File: config.mk
export PLATFORM = sky130hd
export DESIGN_NAME = div_subsystem
export DESIGN_NICKNAME = d
export VERILOG_FILES = /design/src/div_pkg.sv /design/src/div_subsystem.sv /design/src/div_unit.sv /design/src/div_core.sv /design/src/div_input_fifo.sv
export SDC_FILE = /design/constraint.sdc
export NUM_CORES = 1
export LEC_CHECK = 0
export BUFFER_PORTS_ARGS = -buffer_cell sky130_fd_sc_hd__buf_2
export CORE_MARGIN = 3
export CORE_UTILIZATION = 31
export CTS_CLUSTER_SIZE = 8
export DETAILED_ROUTE_END_ITERATION = 8
export SETUP_SLACK_MARGIN = 0.5
export SYNTH_ARGS = -nofsm -noshare
export SYNTH_HDL_FRONTEND = slang
export SYNTH_SLANG_ARGS = --single-unit
File: constraint.sdc
create_clock -name clk -period 5.3 [get_ports clk]
set_clock_uncertainty 0.15 [all_clocks]
set_input_delay 0.53 -clock clk [delete_from_list [all_inputs] [get_ports clk]]
set_output_delay 0.53 -clock clk [all_outputs]
set_load 0.01 [all_outputs]
File: src/div_pkg.sv
// Shared widths, opcode encoding and payload types for the divide unit
package div_pkg;

    // Operand and result width
    localparam int xlen = 32;

    localparam int id_w = 4; // Instruction tag carried through to writeback

    // Requests that can wait ahead of the divider
    localparam int div_fifo_depth = 4;

    // Opcode follows the low two funct3 bits of the RISC-V M extension
    // Bit 0 marks an unsigned op, bit 1 selects the remainder
    typedef enum logic [1:0] {
        div  = 2'd0,
        divu = 2'd1,
        rem  = 2'd2,
        remu = 2'd3
    } div_op_t;

    // One queued divide request, 70 bits
    typedef struct packed {
        logic [xlen-1:0] rs1; // Dividend
        logic [xlen-1:0] rs2; // Divisor
        div_op_t         op;
        logic [id_w-1:0] id;
    } div_request_t;

    // Value handed to writeback, 36 bits
    typedef struct packed {
        logic [xlen-1:0] rd;
        logic [id_w-1:0] id; // Tag of the request that produced rd
    } div_result_t;

endpackage
File: src/div_subsystem.sv
`timescale 1ns/1ps

// Top level of the divide subsystem
// Request port on one side, writeback port on the other
module div_subsystem (
    input  logic                  clk,
    input  logic                  rst,
    input  div_pkg::div_request_t request,         // Operands, opcode and tag
    input  logic                  request_valid,
    output logic                  request_ready,   // Low while the queue is full
    output div_pkg::div_result_t  result,
    output logic                  result_valid,
    input  logic                  result_accepted  // Writeback takes the held result
);

    // All queueing, dividing and result holding lives in the unit
    div_unit unit (
        .clk            (clk),
        .rst            (rst),
        .request        (request),
        .request_valid  (request_valid),
        .request_ready  (request_ready),
        .result         (result),
        .result_valid   (result_valid),
        .result_accepted(result_accepted)
    );

endmodule

File: src/div_unit.sv
`timescale 1ns/1ps

// Divide unit with request queue, sign handling and a single result register
module div_unit (
    input  logic                  clk,
    input  logic                  rst,
    input  div_pkg::div_request_t request,
    input  logic                  request_valid,
    output logic                  request_ready,
    output div_pkg::div_result_t  result,
    output logic                  result_valid,
    input  logic                  result_accepted
);
    import div_pkg::*;

    div_request_t stage1; // Request at the FIFO head, the one being divided

    logic fifo_push;
    logic fifo_pop;
    logic fifo_valid;
    logic fifo_full;

    logic start;
    logic ack;
    logic in_progress;
    logic output_ready;
    logic complete;
    logic b_is_zero;

    logic signed_op;
    logic dividend_neg;
    logic divisor_neg;
    logic negate_result;

    logic [xlen-1:0] dividend_mag;
    logic [xlen-1:0] divisor_mag;
    logic [xlen-1:0] quotient;
    logic [xlen-1:0] remainder;
    logic [xlen-1:0] selected;
    logic [xlen-1:0] corrected;

    assign request_ready = ~fifo_full;
    assign fifo_push = request_valid & request_ready;
    assign fifo_pop = ack; // Head leaves when its result is captured

    div_input_fifo #(
        .depth(div_fifo_depth)
    ) input_fifo (
        .clk     (clk),
        .rst     (rst),
        .data_in (request),
        .push    (fifo_push),
        .pop     (fifo_pop),
        .data_out(stage1),
        .valid   (fifo_valid),
        .full    (fifo_full)
    );

    // The output register is free if empty or being drained this cycle
    assign output_ready = ~result_valid | result_accepted;
    assign ack = complete & output_ready;
    assign start = fifo_valid & ~in_progress; // One start per FIFO head

    always_ff @(posedge clk) begin
        if (rst)
            in_progress <= 1'b0;
        else if (start)
            in_progress <= 1'b1;
        else if (ack)
            in_progress <= 1'b0; // Next head may start once the core is idle
    end

    // Operand magnitudes for the unsigned core
    assign signed_op = ~stage1.op[0];
    assign dividend_neg = signed_op & stage1.rs1[xlen-1];
    assign divisor_neg = signed_op & stage1.rs2[xlen-1];
    assign dividend_mag = dividend_neg ? -stage1.rs1 : stage1.rs1;
    assign divisor_mag = divisor_neg ? -stage1.rs2 : stage1.rs2;

    div_core #(
        .width(xlen)
    ) divider (
        .clk      (clk),
        .rst      (rst),
        .start    (start),
        .ack      (ack),
        .a        (dividend_mag),
        .b        (divisor_mag),
        .q        (quotient),
        .r        (remainder),
        .complete (complete),
        .b_is_zero(b_is_zero)
    );

    always_comb begin
        selected = stage1.op[1] ? remainder : quotient;
        // Remainder follows the dividend sign
        // A zero divisor keeps the all-ones quotient as it is
        if (stage1.op[1])
            negate_result = dividend_neg;
        else
            negate_result = ~b_is_zero & (dividend_neg ^ divisor_neg);
        corrected = negate_result ? -selected : selected; // Overflow case wraps back to 0x80000000
    end

    always_ff @(posedge clk) begin
        if (ack) begin
            result.rd <= corrected;
            result.id <= stage1.id;
        end
    end

    always_ff @(posedge clk) begin
        if (rst)
            result_valid <= 1'b0;
        else if (ack)
            result_valid <= 1'b1; // A new result may replace one accepted in the same cycle
        else if (result_accepted)
            result_valid <= 1'b0;
    end

    // Writeback sees a steady value until it accepts it
    result_held: assert property (@(posedge clk) disable iff (rst)
        (result_valid && !result_accepted) |=> (result_valid && $stable(result)))
        else $error("Result changed before it was accepted");

endmodule

File: src/div_core.sv
`timescale 1ns/1ps

// Unsigned radix-2 restoring divider, one quotient bit per cycle
module div_core #(
    parameter int width = div_pkg::xlen
) (
    input  logic             clk,
    input  logic             rst,
    input  logic             start,
    input  logic             ack,
    input  logic [width-1:0] a,        // Dividend magnitude
    input  logic [width-1:0] b,        // Divisor magnitude
    output logic [width-1:0] q,
    output logic [width-1:0] r,
    output logic             complete,
    output logic             b_is_zero
);
    localparam int cnt_w = $clog2(width + 1);

    logic [width-1:0] b_r;   // Divisor held for the whole run
    logic [width-1:0] q_r;   // Dividend bits shift out of the top, quotient bits in at the bottom
    logic [width-1:0] pr;    // Partial remainder
    logic [cnt_w-1:0] count;
    logic             running;
    logic [width:0]   shifted;
    logic [width+1:0] diff;
    logic             borrow;

    // Next dividend bit joins the partial remainder before the trial subtract
    assign shifted = {pr, q_r[width-1]};
    assign diff = {1'b0, shifted} - {2'b00, b_r};
    assign borrow = diff[width+1]; // Set when the divisor does not fit

    assign q = q_r;
    assign r = pr;

    // The extra count step past width gives the fixed width+1 cycle latency
    always_ff @(posedge clk) begin
        if (rst) begin
            running  <= 1'b0;
            complete <= 1'b0;
            count    <= '0;
        end else if (start) begin
            running <= 1'b1;
            count   <= '0;
        end else if (running) begin
            if (count == cnt_w'(width)) begin
                running  <= 1'b0;
                complete <= 1'b1; // Held until the unit takes the result
            end else begin
                count <= count + 1'b1;
            end
        end else if (ack) begin
            complete <= 1'b0; // Back to idle one cycle after ack
        end
    end

    always_ff @(posedge clk) begin
        if (start) begin
            q_r       <= a;
            b_r       <= b;
            pr        <= '0;
            b_is_zero <= (b == '0);
        end else if (running && count != cnt_w'(width)) begin
            // With a zero divisor every subtract succeeds, so q goes all ones and r ends at a
            if (!borrow)
                pr <= diff[width-1:0];
            else
                pr <= shifted[width-1:0];
            q_r <= {q_r[width-2:0], ~borrow};
        end
    end

    // The unit must wait for idle before it starts the next division
    start_when_busy: assert property (@(posedge clk) disable iff (rst)
        start |-> !(running || complete))
        else $error("Divider started while busy");

    ack_without_complete: assert property (@(posedge clk) disable iff (rst)
        ack |-> complete)
        else $error("Divider ack without complete");

endmodule

File: src/div_input_fifo.sv
`timescale 1ns/1ps

// Small circular buffer holding divide requests until the divider takes them
module div_input_fifo #(
    parameter int depth = div_pkg::div_fifo_depth
) (
    input  logic                 clk,
    input  logic                 rst,
    input  div_pkg::div_request_t data_in,
    input  logic                 push,
    input  logic                 pop,
    output div_pkg::div_request_t data_out,
    output logic                 valid,
    output logic                 full
);
    import div_pkg::*;

    localparam int ptr_w = (depth > 1) ? $clog2(depth) : 1;
    localparam int cnt_w = $clog2(depth + 1); // Count has to reach depth itself

    div_request_t mem [depth];

    logic [ptr_w-1:0] rd_ptr;
    logic [ptr_w-1:0] wr_ptr;
    logic [cnt_w-1:0] count;

    // Pointers wrap explicitly so a depth that is not a power of two works too
    function automatic logic [ptr_w-1:0] next_ptr(input logic [ptr_w-1:0] ptr);
        if (ptr == ptr_w'(depth - 1))
            return '0;
        return ptr + 1'b1;
    endfunction

    assign data_out = mem[rd_ptr]; // Head is visible without a read strobe
    assign valid = (count != '0);
    assign full = (count == cnt_w'(depth));

    always_ff @(posedge clk) begin
        if (push)
            mem[wr_ptr] <= data_in; // Storage carries no reset
    end

    always_ff @(posedge clk) begin
        if (rst) begin
            rd_ptr <= '0;
            wr_ptr <= '0;
            count  <= '0;
        end else begin
            if (push)
                wr_ptr <= next_ptr(wr_ptr);
            if (pop)
                rd_ptr <= next_ptr(rd_ptr);
            // Simultaneous push and pop leave the occupancy unchanged
            case ({push, pop})
                2'b10:   count <= count + 1'b1;
                2'b01:   count <= count - 1'b1;
                default: count <= count;
            endcase
        end
    end

    // A full buffer only takes a new entry when the head leaves in the same cycle
    push_when_full: assert property (@(posedge clk) disable iff (rst)
        (push && full) |-> pop)
        else $error("FIFO push while full without a pop");

    pop_when_empty: assert property (@(posedge clk) disable iff (rst)
        pop |-> valid)
        else $error("FIFO pop while empty");

endmodule

==> out/metrics.cfg <==
[synth]
ys_seq_area_frac = 0.616
ys_types = 68
ys_warn_count = 0
synth_area_leaders = edfxtp_1 (57%), mux4_2 (7.9%), dfxtp_1 (5.0%)
syn-cell-area_sq_um = 20200
syn_nets = 1616
yosysTopAreaCell = edfxtp_1
synth_edf_count = 381
synthArstFlopShare = 0
synth_top_area_share = 0.566
syn_inst = 1497
avgSynthCellArea_sq_um = 13.5
ys.flop_type = edfxtp_1
synth-seq-cells = 432

[worst_setup_path]
crit_fanout = 26
reg2reg_slack_ns = 0.95
crit_type = reg -> reg
rr_worst_depth = 11
critical_path_required_ns = 5.60
endpoint_kind = flop
reg2reg_to = unit.divider.b_is_zero
startpoint_type = flop
cp.arrival_ns = 4.65
slowest_stage = mux4_2
cp-endpoint = unit.divider.b_is_zero
max_stage_delay_ns = 0.57
crit_top_cell = or4_1
cp_cell_sequence = buf_12 > mux4_2 > inv_1 > ha_1 > a21oi_1 > xor2_1 > or4_1 > or4_1 > or4b_1 > or4_1 > nor3_2

[global_route]
antenna_found_initial = 1
grt_pass1_wl_um = 76300
grt_use_total = 0.144
grt_max_degree = 75
grt_pass1_vias = 12878
gr-total-overflow = 0

[die]
die_h_um = 261
die_x_um = 261
dieArea_sq_um = 68300
start_util = 0.314
ios = 112
core_sq_um = 64500
rows = 93

[clocking]
clockBufferDepth = 3
clk_latency_ns = 0.62
htree_num_levels = 2
cts_tree = built
clock-root-buffer = clkbuf_16
path_clk_slew_ns = 0.06
numCtsBuffers = 60
cts.sinks = 432

[timing]
tns_ns = 0
rsz0062_at_grt = no
fin_crit_sh = 0.821
slew_violations = 0
tightest_slew_ns = 0.991
finalHoldViolations = 0
maxSlewHeadroom = 0.339
min_period_ns = 4.35
max_freq_mhz = 230
setup_viol = 0

[layout]
final_common_cell = edfxtp_1
multi_input_area_sq_um = 7290
nNetsFinal = 1824
n_fill_cell = 6139
area_growth_pct = 19.7
finalInstanceArea_sq_um = 24200
final_cell_mix = edfxtp_1 (381), buf_2 (111), o21ai_0 (108)
ff_latch_area_sq_um = 12500
drive_above_1_share = 0.178

[run_status]
outcome = completed

[power]
total_leakage_power_nw = 8.54
ir_drop_v = 0.000255
power.total_mw = 13.6
power.density_nw_per_um2 = 563

[placed_design]
hpwl_um = 34600
io_buffers = 111
postPlaceCellArea_sq_um = 21800
gp_congestion = 0.870

[drt]
wirelength_um = 49500
via_per_inst = 4.98
drt_first_pass_iters = 5
drt_iter0_drc = 1034
antenna_left = 0
wl_per_cell_um = 19.2
vias = 12851
drc = 0

[run]
cap_violations = 0

[hold_path]
hold_path_class = in -> reg

sequential cells by signal, indices dropped and copies added, names as in the netlist, named ones only:
register / count
unit.divider.complete: 1
unit.divider.b_is_zero: 1
unit.divider.q: 32
unit.input_fifo.mem: 280
unit.divider.count: 6
unit.divider.running: 1
unit.input_fifo.count: 3
unit.divider.b_r: 32
unit.result: 36
unit.input_fifo.rd_ptr: 2
unit.divider.r: 32
unit.result_valid: 1
unit.input_fifo.wr_ptr: 2
unit.in_progress: 1
cells in the mapped netlist (43+ instances only):
| cell type | number |
|---|---|
| xnor2_1 | 60 |
| nand2_1 | 102 |
| nor2_1 | 80 |
| o21ai_0 | 108 |
| xor2_1 | 58 |
| inv_1 | 62 |
| edfxtp_1 | 381 |
| mux2i_1 | 51 |
| a21oi_1 | 102 |
| mux4_2 | 71 |
| dfxtp_1 | 51 |
| ha_1 | 43 |
critical path: cells and delay by family, from the launching register on:
family / cells / cell delay [ns]
simple gates: 5 / 2.03
mux: 1 / 0.57
flops: 1 / 0.53
buf+inv: 2 / 0.37
fa+ha+maj: 1 / 0.24
xor+xnor: 1 / 0.16
compound gates: 1 / 0.11
layout make-up:
| class | count | area share |
|---|---|---|
| Timing Repair Buffer | 207 | 0.0620 |
| Tap cell | 855 | 0.0442 |
| Clock inverter | 4 | 0.00263 |
| Clock buffer | 80 | 0.0655 |
| Multi-Input combinational cell | 942 | 0.301 |
| Inverter | 62 | 0.00961 |
| Antenna cell | 1 | 0.000103 |
| Sequential cell | 432 | 0.515 |
repair_timing:
| item | in CTS | in global routing |
|---|---|---|
| hold endpoints to repair | 268 | 0 |
| setup buffers | 0 | 1 |
| hold buffers | 67 | 0 |
| gates resized for setup | 0 | 3 |
| setup endpoints to repair | 0 | 1 |
cell families after synthesis:
family,after synthesis,share of synthesized area
AND/OR/NAND/NOR,350,0.0856
buffers and inverters,123,0.0248
AO/OA/AOI/OAI,305,0.0883
flip-flops,432,0.616
XOR/XNOR,118,0.0511
multiplexers,124,0.105
adder cells (fa/ha/maj),45,0.0286
metrics by stage:
stage	setup slack, ns	hold slack [ns]	util	instances
floorplan	0.552	0.299	-	1497
global placement	0.727	0.309	0.339	2430
detailed placement	0.664	0.326	0.339	2430
CTS	0.619	0.000105	0.375	2581
global route	0.646	0.0127	0.376	2582
finish	0.951	0.0418	0.376	2583
routing by layer:
layer / track usage / vias to the layer above / share of wire
met5: 0 / - / 0
met4: 0.0393 / 0 / 0.023
met3: 0.0238 / 81 / 0.049
met2: 0.231 / 341 / 0.46
met1: 0.204 / 6327 / 0.46
li1: - / 6102 / -
how the worst min path moves through the flow:
| stage | from | end | cells past startpoint |
|---|---|---|---|
| after floorplan | unit.in_progress | unit.in_progress | 2 |
| after global placement | unit.in_progress | unit.in_progress | 2 |
| after detailed placement | unit.in_progress | unit.in_progress | 2 |
| after CTS | request[13] | unit.input_fifo.mem[0][13] | 1 |
| after global routing | request[13] | unit.input_fifo.mem[3][13] | 1 |
| final | request[13] | unit.input_fifo.mem[2][13] | 1 |
power by group:
group          leakage [nW]  internal, mW  switching (mW)  total, mW
Combinational          3.80          1.98            3.05       5.03
Clock                 0.799          2.05            1.38       3.44
Sequential             3.95          4.69           0.482       5.17
No activity file was read; power rests on OpenSTA's default activity.
